File: src/hw/cipher_pkg.sv
package cipher_pkg;

  ////////////////////
  // Sizes
  ////////////////////

  // Four 32-bit columns form one block
  localparam int unsigned NumLanes = 4;
  localparam int unsigned WordW    = 32;
  localparam int unsigned BlockW   = 128;

  // Key ring holds up to eight words
  localparam int unsigned KeyWords = 8;
  localparam int unsigned KeyW     = 256;

  // Enough for 14 rounds
  localparam int unsigned RndCtrW  = 4;

  ////////////////////
  // Datapath timing
  ////////////////////

  // One byte substituted per cycle
  localparam int unsigned SubCycles    = 4;
  // Rotate stage, then combine stage
  localparam int unsigned KeyExpCycles = 2;

  // Added after the byte rotation
  localparam logic [7:0] SboxXor = 8'h63;

  ////////////////////
  // Types
  ////////////////////

  // Selects rounds (10/12/14) and active key words (4/6/8)
  typedef enum logic [1:0] {
    AES_128,
    AES_192,
    AES_256
  } key_len_e;

  // RSP_RESEEDLESS_NONE is never produced
  typedef enum logic [1:0] {
    RSP_CIPHER,
    RSP_CLEAR,
    RSP_RESEEDLESS_NONE
  } rsp_kind_e;

  // Word i of data and key maps to bits [32*i +: 32]
  typedef struct packed {
    logic [BlockW-1:0] data;
    logic [KeyW-1:0]   key;
    key_len_e          key_len;
    logic              crypt;
    logic              key_clear;
    logic              data_out_clear;
  } cmd_t;

  typedef struct packed {
    logic [BlockW-1:0] data;
    rsp_kind_e         kind;
  } rsp_t;

endpackage

File: src/hw/cipher_ctrl_pkg.sv
package cipher_ctrl_pkg;

  // Control FSM states
  typedef enum logic [2:0] {
    CTRL_IDLE,
    CTRL_INIT,
    CTRL_ROUND,
    CTRL_FINISH,
    CTRL_CLEAR_S,
    CTRL_CLEAR_KD,
    CTRL_ERROR
  } ctrl_state_e;

  // Source of the lane state register
  typedef enum logic [1:0] {
    STATE_INIT,
    STATE_ROUND,
    STATE_CLEAR
  } state_sel_e;

  // INIT adds key to state, ROUND to rotated substitution, FINAL to plain substitution
  typedef enum logic [1:0] {
    ADD_RK_INIT,
    ADD_RK_ROUND,
    ADD_RK_FINAL
  } add_rk_sel_e;

  // Source of the key ring
  typedef enum logic [1:0] {
    KEY_INIT,
    KEY_ROUND,
    KEY_CLEAR
  } key_sel_e;

  // Shared by all lanes
  typedef struct packed {
    state_sel_e  state_sel;
    add_rk_sel_e add_rk_sel;
    logic        state_we;
    logic        sub_en;
  } lane_ctrl_t;

endpackage

File: src/hw/cipher_control_fsm.sv
`timescale 1ns/1ns

module cipher_control_fsm (
  input  logic                               clk_i,
  input  logic                               rst_ni,

  // Command handshake
  input  logic                               cmd_valid_i,
  input  cipher_pkg::cmd_t                   cmd_i,
  output logic                               cmd_ready_o,

  // Lane control
  output cipher_ctrl_pkg::lane_ctrl_t        lane_ctrl_o,
  input  logic                               sub_req_i,
  output logic                               sub_ack_o,

  // Key expansion control
  output cipher_ctrl_pkg::key_sel_e          key_sel_o,
  output logic                               key_we_o,
  output logic                               key_exp_en_o,
  input  logic                               key_exp_req_i,
  output logic                               key_exp_ack_o,
  output logic [cipher_pkg::RndCtrW-1:0]     rnd_ctr_o,

  // Output register control
  output logic                               out_load_o,
  output logic                               out_clear_o,
  output cipher_pkg::rsp_kind_e              rsp_kind_o,
  input  logic                               out_busy_i,

  output logic                               alert_o
);

  cipher_ctrl_pkg::ctrl_state_e      state_d, state_q;
  logic [cipher_pkg::RndCtrW-1:0]    rnd_ctr_d, rnd_ctr_q;
  logic [cipher_pkg::RndCtrW-1:0]    num_rounds_d, num_rounds_q;
  logic                              key_clear_d, key_clear_q;
  logic                              loaded_d, loaded_q;
  logic                              ready_q;
  logic                              advance;

  ////////////////////
  // Next state
  ////////////////////

  always_comb begin
    // Defaults, nothing written
    lane_ctrl_o = '{state_sel:  cipher_ctrl_pkg::STATE_ROUND,
                    add_rk_sel: cipher_ctrl_pkg::ADD_RK_ROUND,
                    state_we:   1'b0,
                    sub_en:     1'b0};
    sub_ack_o     = 1'b0;
    key_sel_o     = cipher_ctrl_pkg::KEY_ROUND;
    key_we_o      = 1'b0;
    key_exp_en_o  = 1'b0;
    key_exp_ack_o = 1'b0;
    out_load_o    = 1'b0;
    out_clear_o   = 1'b0;
    rsp_kind_o    = cipher_pkg::RSP_CIPHER;
    alert_o       = 1'b0;
    advance       = 1'b0;

    state_d      = state_q;
    rnd_ctr_d    = rnd_ctr_q;
    num_rounds_d = num_rounds_q;
    key_clear_d  = key_clear_q;
    loaded_d     = loaded_q;

    unique case (state_q)
      cipher_ctrl_pkg::CTRL_IDLE: begin
        if (cmd_valid_i && ready_q) begin
          key_clear_d = cmd_i.key_clear;
          if (cmd_i.key_clear || cmd_i.data_out_clear) begin
            if (cmd_i.data_out_clear) begin
              // State must be wiped before the output
              state_d = cipher_ctrl_pkg::CTRL_CLEAR_S;
            end else begin
              // Key clear only, respond right away
              out_load_o  = 1'b1;
              out_clear_o = 1'b1;
              rsp_kind_o  = cipher_pkg::RSP_CLEAR;
              state_d     = cipher_ctrl_pkg::CTRL_CLEAR_KD;
            end
          end else if (cmd_i.crypt) begin
            // Load input block and full key
            lane_ctrl_o.state_sel = cipher_ctrl_pkg::STATE_INIT;
            lane_ctrl_o.state_we  = 1'b1;
            key_sel_o             = cipher_ctrl_pkg::KEY_INIT;
            key_we_o              = 1'b1;
            unique case (cmd_i.key_len)
              cipher_pkg::AES_128: num_rounds_d = 4'd10;
              cipher_pkg::AES_192: num_rounds_d = 4'd12;
              default:             num_rounds_d = 4'd14;
            endcase
            rnd_ctr_d = '0;
            state_d   = cipher_ctrl_pkg::CTRL_INIT;
          end else begin
            // Accepted but nothing requested
            state_d = cipher_ctrl_pkg::CTRL_ERROR;
          end
        end
      end

      cipher_ctrl_pkg::CTRL_INIT: begin
        // Initial key addition with rk0, first key step starts
        lane_ctrl_o.add_rk_sel = cipher_ctrl_pkg::ADD_RK_INIT;
        lane_ctrl_o.state_we   = 1'b1;
        key_exp_en_o           = 1'b1;
        rnd_ctr_d              = rnd_ctr_q + 1'b1;
        state_d                = cipher_ctrl_pkg::CTRL_ROUND;
      end

      cipher_ctrl_pkg::CTRL_ROUND: begin
        // Advance only once both units are done
        lane_ctrl_o.sub_en = 1'b1;
        key_exp_en_o       = 1'b1;
        advance            = sub_req_i & key_exp_req_i;
        if (advance) begin
          lane_ctrl_o.state_we = 1'b1;
          sub_ack_o            = 1'b1;
          key_exp_ack_o        = 1'b1;
          key_we_o             = 1'b1;
          rnd_ctr_d            = rnd_ctr_q + 1'b1;
          // Last regular round
          if (rnd_ctr_q >= num_rounds_q - 1'b1) begin
            loaded_d = 1'b0;
            state_d  = cipher_ctrl_pkg::CTRL_FINISH;
          end
        end
      end

      cipher_ctrl_pkg::CTRL_FINISH: begin
        if (!loaded_q) begin
          // Final round skips rotation, result goes straight to output
          lane_ctrl_o.add_rk_sel = cipher_ctrl_pkg::ADD_RK_FINAL;
          lane_ctrl_o.state_sel  = cipher_ctrl_pkg::STATE_CLEAR;
          lane_ctrl_o.sub_en     = 1'b1;
          key_exp_en_o           = 1'b1;
          advance                = sub_req_i & key_exp_req_i;
          if (advance) begin
            // State wiped as the result is captured
            lane_ctrl_o.state_we = 1'b1;
            sub_ack_o            = 1'b1;
            key_exp_ack_o        = 1'b1;
            out_load_o           = 1'b1;
            loaded_d             = 1'b1;
          end
        end else if (!out_busy_i) begin
          loaded_d = 1'b0;
          state_d  = cipher_ctrl_pkg::CTRL_IDLE;
        end
      end

      cipher_ctrl_pkg::CTRL_CLEAR_S: begin
        lane_ctrl_o.state_sel = cipher_ctrl_pkg::STATE_CLEAR;
        lane_ctrl_o.state_we  = 1'b1;
        out_load_o            = 1'b1;
        out_clear_o           = 1'b1;
        rsp_kind_o            = cipher_pkg::RSP_CLEAR;
        state_d               = cipher_ctrl_pkg::CTRL_CLEAR_KD;
      end

      cipher_ctrl_pkg::CTRL_CLEAR_KD: begin
        // Response already loaded here
        if (key_clear_q) begin
          key_sel_o = cipher_ctrl_pkg::KEY_CLEAR;
          key_we_o  = 1'b1;
        end
        if (!out_busy_i) begin
          state_d = cipher_ctrl_pkg::CTRL_IDLE;
        end
      end

      cipher_ctrl_pkg::CTRL_ERROR: begin
        // Terminal, left only by reset
        alert_o = 1'b1;
      end

      default: begin
        alert_o = 1'b1;
        state_d = cipher_ctrl_pkg::CTRL_ERROR;
      end
    endcase
  end

  ////////////////////
  // Registers
  ////////////////////

  always_ff @(posedge clk_i or negedge rst_ni) begin
    if (!rst_ni) begin
      state_q      <= cipher_ctrl_pkg::CTRL_IDLE;
      rnd_ctr_q    <= '0;
      num_rounds_q <= '0;
      key_clear_q  <= 1'b0;
      loaded_q     <= 1'b0;
      ready_q      <= 1'b0;
    end else begin
      state_q      <= state_d;
      rnd_ctr_q    <= rnd_ctr_d;
      num_rounds_q <= num_rounds_d;
      key_clear_q  <= key_clear_d;
      loaded_q     <= loaded_d;
      // Low in reset, then follows IDLE
      ready_q      <= (state_d == cipher_ctrl_pkg::CTRL_IDLE);
    end
  end

  assign cmd_ready_o = ready_q;
  assign rnd_ctr_o   = rnd_ctr_q;

endmodule

File: src/hw/key_expand.sv
`timescale 1ns/1ns

module key_expand (
  input  logic                                                clk_i,
  input  logic                                                rst_ni,
  input  logic [cipher_pkg::KeyW-1:0]                         key_i,
  input  cipher_pkg::key_len_e                                key_len_i,
  input  cipher_ctrl_pkg::key_sel_e                           key_sel_i,
  input  logic                                                key_we_i,
  input  logic                                                key_exp_en_i,
  input  logic                                                key_exp_ack_i,
  input  logic [cipher_pkg::RndCtrW-1:0]                      rnd_ctr_i,
  output logic                                                key_exp_req_o,
  output logic [cipher_pkg::NumLanes-1:0][cipher_pkg::WordW-1:0] round_key_o
);

  logic [cipher_pkg::KeyWords-1:0][cipher_pkg::WordW-1:0] ring_q, ring_step;
  logic [$clog2(cipher_pkg::KeyWords)-1:0]                last_idx;
  logic [$clog2(cipher_pkg::KeyExpCycles+1)-1:0]          ctr_q;
  logic [cipher_pkg::WordW-1:0]                           rot_q, new_q;
  cipher_pkg::key_len_e                                   key_len_q;

  // Last active ring word
  always_comb begin
    unique case (key_len_q)
      cipher_pkg::AES_128: last_idx = 3'd3;
      cipher_pkg::AES_192: last_idx = 3'd5;
      default:             last_idx = 3'd7;
    endcase
  end

  // Shift active words down, new word at the top
  always_comb begin
    ring_step = ring_q;
    for (int i = 0; i < cipher_pkg::KeyWords - 1; i++) begin
      if (i < last_idx) begin
        ring_step[i] = ring_q[i+1];
      end
    end
    ring_step[last_idx] = new_q;
  end

  assign key_exp_req_o = (ctr_q == cipher_pkg::KeyExpCycles);

  // Step counter, restarts on load or ack
  always_ff @(posedge clk_i or negedge rst_ni) begin
    if (!rst_ni) begin
      ctr_q     <= '0;
      key_len_q <= cipher_pkg::AES_128;
    end else begin
      if (key_we_i && key_sel_i == cipher_ctrl_pkg::KEY_INIT) begin
        key_len_q <= key_len_i;
        ctr_q     <= '0;
      end else if (key_exp_ack_i) begin
        ctr_q <= '0;
      end else if (key_exp_en_i && !key_exp_req_o) begin
        ctr_q <= ctr_q + 1'b1;
      end
    end
  end

  // Two-stage new word: rotate, then combine with word 0 and round index
  always_ff @(posedge clk_i) begin
    if (key_exp_en_i && !key_exp_req_o) begin
      if (ctr_q == '0) begin
        rot_q <= {ring_q[last_idx][cipher_pkg::WordW-9:0],
                  ring_q[last_idx][cipher_pkg::WordW-1 -: 8]};
      end else begin
        new_q <= ring_q[0] ^ rot_q ^ cipher_pkg::WordW'(rnd_ctr_i);
      end
    end
  end

  // Key ring
  always_ff @(posedge clk_i) begin
    if (key_we_i) begin
      unique case (key_sel_i)
        cipher_ctrl_pkg::KEY_INIT:  ring_q <= key_i;
        cipher_ctrl_pkg::KEY_ROUND: ring_q <= ring_step;
        default:                    ring_q <= '0;
      endcase
    end
  end

  // rk0 during the initial addition, the stepped ring in every round
  assign round_key_o = (rnd_ctr_i == '0) ? ring_q[cipher_pkg::NumLanes-1:0] :
                                           ring_step[cipher_pkg::NumLanes-1:0];

endmodule

File: src/hw/cipher_lane.sv
`timescale 1ns/1ns

module cipher_lane (
  input  logic                         clk_i,
  input  logic                         rst_ni,
  input  cipher_ctrl_pkg::lane_ctrl_t  ctrl_i,
  input  logic [cipher_pkg::WordW-1:0] data_word_i,
  input  logic [cipher_pkg::WordW-1:0] round_key_i,
  input  logic                         sub_ack_i,
  output logic                         sub_req_o,
  output logic [cipher_pkg::WordW-1:0] state_o
);

  logic [$clog2(cipher_pkg::SubCycles+1)-1:0] sub_ctr_q;
  logic [1:0]                                 sub_byte;
  logic [7:0]                                 byte_in;
  logic [cipher_pkg::WordW-1:0]               state_q, state_d, sub_q, result;

  ////////////////////
  // Substitution
  ////////////////////

  // Byte index, lowest byte first
  assign sub_byte  = sub_ctr_q[1:0];
  assign byte_in   = state_q[{sub_byte, 3'b000} +: 8];
  assign sub_req_o = (sub_ctr_q == cipher_pkg::SubCycles);

  always_ff @(posedge clk_i or negedge rst_ni) begin
    if (!rst_ni) begin
      sub_ctr_q <= '0;
    end else if (sub_ack_i) begin
      sub_ctr_q <= '0;
    end else if (ctrl_i.sub_en && !sub_req_o) begin
      sub_ctr_q <= sub_ctr_q + 1'b1;
    end
  end

  // Rotate left by one, then add constant
  always_ff @(posedge clk_i) begin
    if (ctrl_i.sub_en && !sub_req_o) begin
      sub_q[{sub_byte, 3'b000} +: 8] <= {byte_in[6:0], byte_in[7]} ^ cipher_pkg::SboxXor;
    end
  end

  ////////////////////
  // Key addition
  ////////////////////

  always_comb begin
    unique case (ctrl_i.add_rk_sel)
      cipher_ctrl_pkg::ADD_RK_ROUND: begin
        // Mixing is a byte rotation of the word
        result = {sub_q[cipher_pkg::WordW-9:0], sub_q[cipher_pkg::WordW-1 -: 8]} ^ round_key_i;
      end
      cipher_ctrl_pkg::ADD_RK_FINAL: result = sub_q ^ round_key_i;
      default:                       result = state_q ^ round_key_i;
    endcase
  end

  always_comb begin
    unique case (ctrl_i.state_sel)
      cipher_ctrl_pkg::STATE_INIT:  state_d = data_word_i;
      cipher_ctrl_pkg::STATE_ROUND: state_d = result;
      default:                      state_d = '0;
    endcase
  end

  always_ff @(posedge clk_i) begin
    if (ctrl_i.state_we) begin
      state_q <= state_d;
    end
  end

  // Output register takes the final round result directly
  assign state_o = result;

endmodule

File: src/hw/data_out_reg.sv
`timescale 1ns/1ns

module data_out_reg (
  input  logic                          clk_i,
  input  logic                          rst_ni,
  input  logic [cipher_pkg::BlockW-1:0] lanes_i,
  input  logic                          out_load_i,
  input  logic                          out_clear_i,
  input  cipher_pkg::rsp_kind_e         rsp_kind_i,
  input  logic                          rsp_ready_i,
  output logic                          rsp_valid_o,
  output cipher_pkg::rsp_t              rsp_o,
  output logic                          out_busy_o
);

  cipher_pkg::rsp_t rsp_q;
  logic             valid_q;

  // Valid stays up until the transfer
  always_ff @(posedge clk_i or negedge rst_ni) begin
    if (!rst_ni) begin
      valid_q <= 1'b0;
    end else if (out_load_i) begin
      valid_q <= 1'b1;
    end else if (rsp_ready_i) begin
      valid_q <= 1'b0;
    end
  end

  // Held while waiting on the consumer
  always_ff @(posedge clk_i) begin
    if (out_load_i) begin
      rsp_q.data <= out_clear_i ? '0 : lanes_i;
      rsp_q.kind <= rsp_kind_i;
    end
  end

  assign rsp_valid_o = valid_q;
  assign rsp_o       = rsp_q;
  // Low on the transfer cycle
  assign out_busy_o  = valid_q & ~rsp_ready_i;

endmodule

File: src/hw/cipher_core.sv
`timescale 1ns/1ns

module cipher_core (
  input  logic             clk_i,
  input  logic             rst_ni,
  input  logic             cmd_valid_i,
  input  cipher_pkg::cmd_t cmd_i,
  output logic             cmd_ready_o,
  output logic             rsp_valid_o,
  output cipher_pkg::rsp_t rsp_o,
  input  logic             rsp_ready_i,
  output logic             alert_o
);

  cipher_ctrl_pkg::lane_ctrl_t                                   lane_ctrl;
  cipher_ctrl_pkg::key_sel_e                                     key_sel;
  cipher_pkg::rsp_kind_e                                         rsp_kind;
  logic [cipher_pkg::NumLanes-1:0]                               sub_req;
  logic [cipher_pkg::NumLanes-1:0][cipher_pkg::WordW-1:0]        round_key;
  logic [cipher_pkg::BlockW-1:0]                                 lane_state;
  logic [cipher_pkg::RndCtrW-1:0]                                rnd_ctr;
  logic sub_ack, key_we, key_exp_en, key_exp_req, key_exp_ack;
  logic out_load, out_clear, out_busy;

  cipher_control_fsm u_fsm (
    .clk_i, .rst_ni,
    .cmd_valid_i, .cmd_i, .cmd_ready_o,
    .lane_ctrl_o   (lane_ctrl),
    // All lanes finish together, AND for robustness
    .sub_req_i     (&sub_req),
    .sub_ack_o     (sub_ack),
    .key_sel_o     (key_sel),
    .key_we_o      (key_we),
    .key_exp_en_o  (key_exp_en),
    .key_exp_req_i (key_exp_req),
    .key_exp_ack_o (key_exp_ack),
    .rnd_ctr_o     (rnd_ctr),
    .out_load_o    (out_load),
    .out_clear_o   (out_clear),
    .rsp_kind_o    (rsp_kind),
    .out_busy_i    (out_busy),
    .alert_o
  );

  key_expand u_key_expand (
    .clk_i, .rst_ni,
    .key_i         (cmd_i.key),
    .key_len_i     (cmd_i.key_len),
    .key_sel_i     (key_sel),
    .key_we_i      (key_we),
    .key_exp_en_i  (key_exp_en),
    .key_exp_ack_i (key_exp_ack),
    .rnd_ctr_i     (rnd_ctr),
    .key_exp_req_o (key_exp_req),
    .round_key_o   (round_key)
  );

  // One lane per state column
  for (genvar i = 0; i < cipher_pkg::NumLanes; i++) begin : gen_lanes
    cipher_lane u_lane (
      .clk_i, .rst_ni,
      .ctrl_i      (lane_ctrl),
      .data_word_i (cmd_i.data[i*cipher_pkg::WordW +: cipher_pkg::WordW]),
      .round_key_i (round_key[i]),
      .sub_ack_i   (sub_ack),
      .sub_req_o   (sub_req[i]),
      .state_o     (lane_state[i*cipher_pkg::WordW +: cipher_pkg::WordW])
    );
  end

  data_out_reg u_data_out (
    .clk_i, .rst_ni,
    .lanes_i     (lane_state),
    .out_load_i  (out_load),
    .out_clear_i (out_clear),
    .rsp_kind_i  (rsp_kind),
    .rsp_ready_i,
    .rsp_valid_o,
    .rsp_o,
    .out_busy_o  (out_busy)
  );

endmodule

File: config.mk
export PLATFORM = sky130hd
export DESIGN_NAME = cipher_core
export DESIGN_NICKNAME = d
export VERILOG_FILES = /design/src/hw/cipher_pkg.sv /design/src/hw/cipher_ctrl_pkg.sv /design/src/hw/cipher_control_fsm.sv /design/src/hw/key_expand.sv /design/src/hw/cipher_lane.sv /design/src/hw/data_out_reg.sv /design/src/hw/cipher_core.sv
export SDC_FILE = /design/constraint.sdc
export NUM_CORES = 1
export LEC_CHECK = 0
export BUFFER_PORTS_ARGS = -buffer_cell sky130_fd_sc_hd__buf_2
export CELL_PAD_IN_SITES_DETAIL_PLACEMENT = 1
export CELL_PAD_IN_SITES_GLOBAL_PLACEMENT = 1
export CORE_UTILIZATION = 43
export CTS_CLUSTER_DIAMETER = 40
export DETAILED_ROUTE_END_ITERATION = 10
export HOLD_SLACK_MARGIN = 0.03
export MAX_ROUTING_LAYER = met4
export PLACE_DENSITY_LB_ADDON = 0.1
export SKIP_CTS_REPAIR_TIMING = 1
export SYNTH_ARGS = -nofsm -noshare
export SYNTH_HDL_FRONTEND = slang
export SYNTH_SLANG_ARGS = --single-unit
File: constraint.sdc
create_clock -name clk_i -period 15.08 [get_ports clk_i]
set_input_delay 0.754 -clock clk_i [delete_from_list [all_inputs] [get_ports clk_i]]
set_output_delay 0.754 -clock clk_i [all_outputs]
set_load 0.05 [all_outputs]
==> impl_results.md <==
* Number of failing setup endpoints in the final timing report at 0
* Maximum count of clock buffers along a single path at 3
* Synth area leaders: sky130_fd_sc_hd__edfxtp_1 55%, sky130_fd_sc_hd__mux2i_1 7.7%, sky130_fd_sc_hd__o21ai_0 4.7%
* Setup TNS Final at 0 ps
* CP Launch Type: flip-flop
* Cell type with the largest total area after synthesis: sky130_fd_sc_hd__edfxtp_1
* Max Freq at 212 MHz
* Mapped Area at between 0.03 and 0.04 mm2
* Seq/Total Area, Yosys at 0.566
* Worst Setup Path Type: reg2reg
* Drt initial violations at around 3300
* Number of inserted filler cells in the final layout at 9438
* Inserted Clock Buffers at 138
* Pin count of the biggest net entering global routing at 197
* Endpoint class of the critical path: flip-flop
* Register-to-register path setup slack at 10370 ps
* Cell at the root of the clock tree: sky130_fd_sc_hd__clkbuf_16
* Final number of max-transition violations at 0
* Data arrival time of the critical path at 5140 ps
* Outcome: finished, final reports clean
* WL per Instance at 30.9 um
* Count of cell types in the netlist at 53
* Worst vdd ir at 150 uV
* Final Hold Viols at 0
* Fraction of synthesized cell area taken by the top area cell type at 0.547
* Clock-pin slew of the registers on the worst-case setup and hold paths at approximately 50 ps
* Later-pin clock latency in the skew report at 740 ps
* Worst flop-to-flop path endpoint: gen_lanes[2].u_lane.state_q[15]
* Clock Sink Count at about 740
* Aggregate global-route resource usage at 0.352
* I/O pin total at 526
* CTS tree: done
* Via count at ~30000
* Unrepaired setup endpoints after global routing: no
* Worst reg2reg startpoint: u_fsm.state_q[2]
* Synthesized net count at 3805
* Time the final worst path needs with I/O delays and setup at 4710 ps
* Most frequently used flop master after synthesis: sky130_fd_sc_hd__edfxtp_1
* Leakage power summed over all cells at 16.7 nW
* Yosys warns at 0
* Die outline width at 302 um
* Die H at roughly 300 um
* CP startpoint: u_fsm.state_q[2]
* Starting density of the core at 0.436
* Area enclosed by the die boundary at 0.0913 mm2
* Number of antenna violations at the first check in global routing at 6
* Routed wire length at 157 mm
* Worst setup path end: gen_lanes[2].u_lane.state_q[15]
* Wire length of the first global-routing pass at 223 mm
* Grt ovf at 0
* Number of detailed-routing iterations run before antenna repair at 5
* Weighted congestion reported at the end of routability-driven placement at between 0.9 and 1
* #FFs+latches synth at 735
* Worst min path class: in2async
* Number of DRC violations after detailed routing at 0
* Most frequent cell after synthesis: sky130_fd_sc_hd__edfxtp_1
* Std cell rows at 109
* CP required at 15510 ps
* Sum of net half-perimeters after detailed placement at 112 mm
* CTS H-tree lvls at 4
* Total Power at ~0.010 W
* Max cap viols at 0
* Share of the clock period used by the worst path at 0.312
* Number of global-route vias before repair at 31000
* Slew Limit Headroom at 0.161
* Post-DR vias/cell at 6.07
* Area growth from synthesis to layout at 20.5%
* Synthesized instance count at 3386
* Asr flop ratio synth at 0.0408
* Critical Path Fanout Max at 87
* Mean instance size in the synthesized netlist at 11.4 um2
* Number of enable flip-flop cells after synthesis at 705
* Number of nets with antenna violations after routing at 0
* Top cell types by occurrence after synthesis: 705 x sky130_fd_sc_hd__edfxtp_1, 362 x sky130_fd_sc_hd__o21ai_0, 349 x sky130_fd_sc_hd__nor2_1
* Measured slew at the worst slew-check pin at 1260 ps
* Net count of the finished layout at between 4000 and 5000
* Core box area at 0.0888 mm2
* Count of port buffers added during placement at around 520
* Power per cell area at around 210 mW/mm2
* Worst Skew at 20.2 ps
* Worst R2R Path Depth at 7
* Share of post-route cells with drive strength above 1 at 0.216
## state kept, by name, summed over array words and instances (netlist names)
signal and flops:
gen_lanes.u_lane.sub_q 128, u_key_expand.rot_q 32, gen_lanes.u_lane.state_q 128, u_fsm.num_rounds_q 3
u_fsm.state_q 3, u_key_expand.key_len_q 2, gen_lanes.u_lane.sub_ctr_q 12, u_data_out.rsp_valid_o 1
u_key_expand.ctr_q 2, u_fsm.cmd_ready_o 1, u_fsm.key_clear_q 1, u_fsm.rnd_ctr_o 4
u_data_out.rsp_o 129, u_key_expand.ring_q 256, u_fsm.loaded_q 1, u_key_expand.new_q 32
## layout by cell type (no fill, tap or decap), types with 30 or more instances in the layout
cell                        Yosys  layout
sky130_fd_sc_hd__mux2i_1      296     296
sky130_fd_sc_hd__o31ai_1       35      35
sky130_fd_sc_hd__o221ai_1      96      96
sky130_fd_sc_hd__o21ai_1       66      65
sky130_fd_sc_hd__buf_2         80     524
sky130_fd_sc_hd__clkbuf_16      0     145
sky130_fd_sc_hd__a22o_1        96      96
sky130_fd_sc_hd__mux4_2        32      32
sky130_fd_sc_hd__nand2_1      339     338
sky130_fd_sc_hd__a211oi_1      33      33
sky130_fd_sc_hd__xor2_1        30      30
sky130_fd_sc_hd__nor3_1        38      38
sky130_fd_sc_hd__o21ai_0      362     361
sky130_fd_sc_hd__nand2b_1      39      37
sky130_fd_sc_hd__xnor2_1      145     145
sky130_fd_sc_hd__buf_4         24      35
sky130_fd_sc_hd__edfxtp_1     705     705
sky130_fd_sc_hd__nor4b_1       96      96
sky130_fd_sc_hd__nor2_1       349     348
sky130_fd_sc_hd__a21oi_1       68      68
sky130_fd_sc_hd__nor2b_1      108     107
## power breakdown
group          total (W)  switching, W  internal [W]
clock            0.00319       0.00112       0.00207
combinational    0.00336       0.00225       0.00110
sequential       0.00341      0.000424       0.00298
## final cells by class
type	count	area, um2	area share
diodes	4	10.0	0.000215
clock buffers	158	3700	0.0792
clock inverters	95	1050	0.0224
inverters	27	101	0.00217
multi-input cells	2345	15500	0.332
flip-flops and latches	735	21900	0.470
well taps	1165	1460	0.0312
repair buffers	561	2930	0.0627
## cell families after synthesis
logic type,after synthesis,share of synthesized area
xor gates and xnor gates,175,0.0396
and+or+nand+nor,1043,0.130
buffers and inverters,306,0.0364
adders and majority gates,26,0.00840
other,1,0.0000968
DFF,735,0.566
muxes,329,0.0954
AOI/OAI and AO/OA,771,0.125
## critical path, cell delays in order (launching register included)
cell and delay, ps:
sky130_fd_sc_hd__dfrtp_4 740, sky130_fd_sc_hd__nor2b_4 180, sky130_fd_sc_hd__buf_4 860, sky130_fd_sc_hd__nand2_1 350
sky130_fd_sc_hd__o21ai_4 620, sky130_fd_sc_hd__buf_4 470, sky130_fd_sc_hd__buf_4 710, sky130_fd_sc_hd__o21ai_0 250
## worst min-delay path by stage
stage	start	cells past startpoint	end
floorplan	rst_ni	0	gen_lanes[0].u_lane.sub_ctr_q[0]
global placement	u_fsm.num_rounds_q[3]	1	u_fsm.num_rounds_q[3]
detailed placement	u_fsm.num_rounds_q[3]	1	u_fsm.num_rounds_q[3]
CTS	rst_ni	1	gen_lanes[0].u_lane.sub_ctr_q[0]
global route	rst_ni	1	u_data_out.rsp_valid_o
finish	rst_ni	1	u_data_out.rsp_valid_o
## through the flow
stage | cell area [um2] | hold slack [ps] | util | cells | setup slack, ps
final | 46700 | 161 | 0.526 | 5090 | 10370
after global routing | 46700 | 198 | 0.526 | 5090 | 10140
after CTS | 46700 | 134 | 0.525 | 5086 | 10420
after detailed placement | 41900 | 489 | 0.472 | 4833 | 10420
after global placement | 41900 | 472 | 0.472 | 4833 | 10580
after floorplan | 38700 | 456 | - | 3386 | 4320
## layer usage
metal,track usage,vias to the layer above,wire length (um)
met5,-,-,0
met4,0.123,0,5240
met3,0.0511,205,10900
met2,0.537,1323,73400
met1,0.481,16000,67800
li1,-,13400,-
Power figures use the tool's default switching activity.
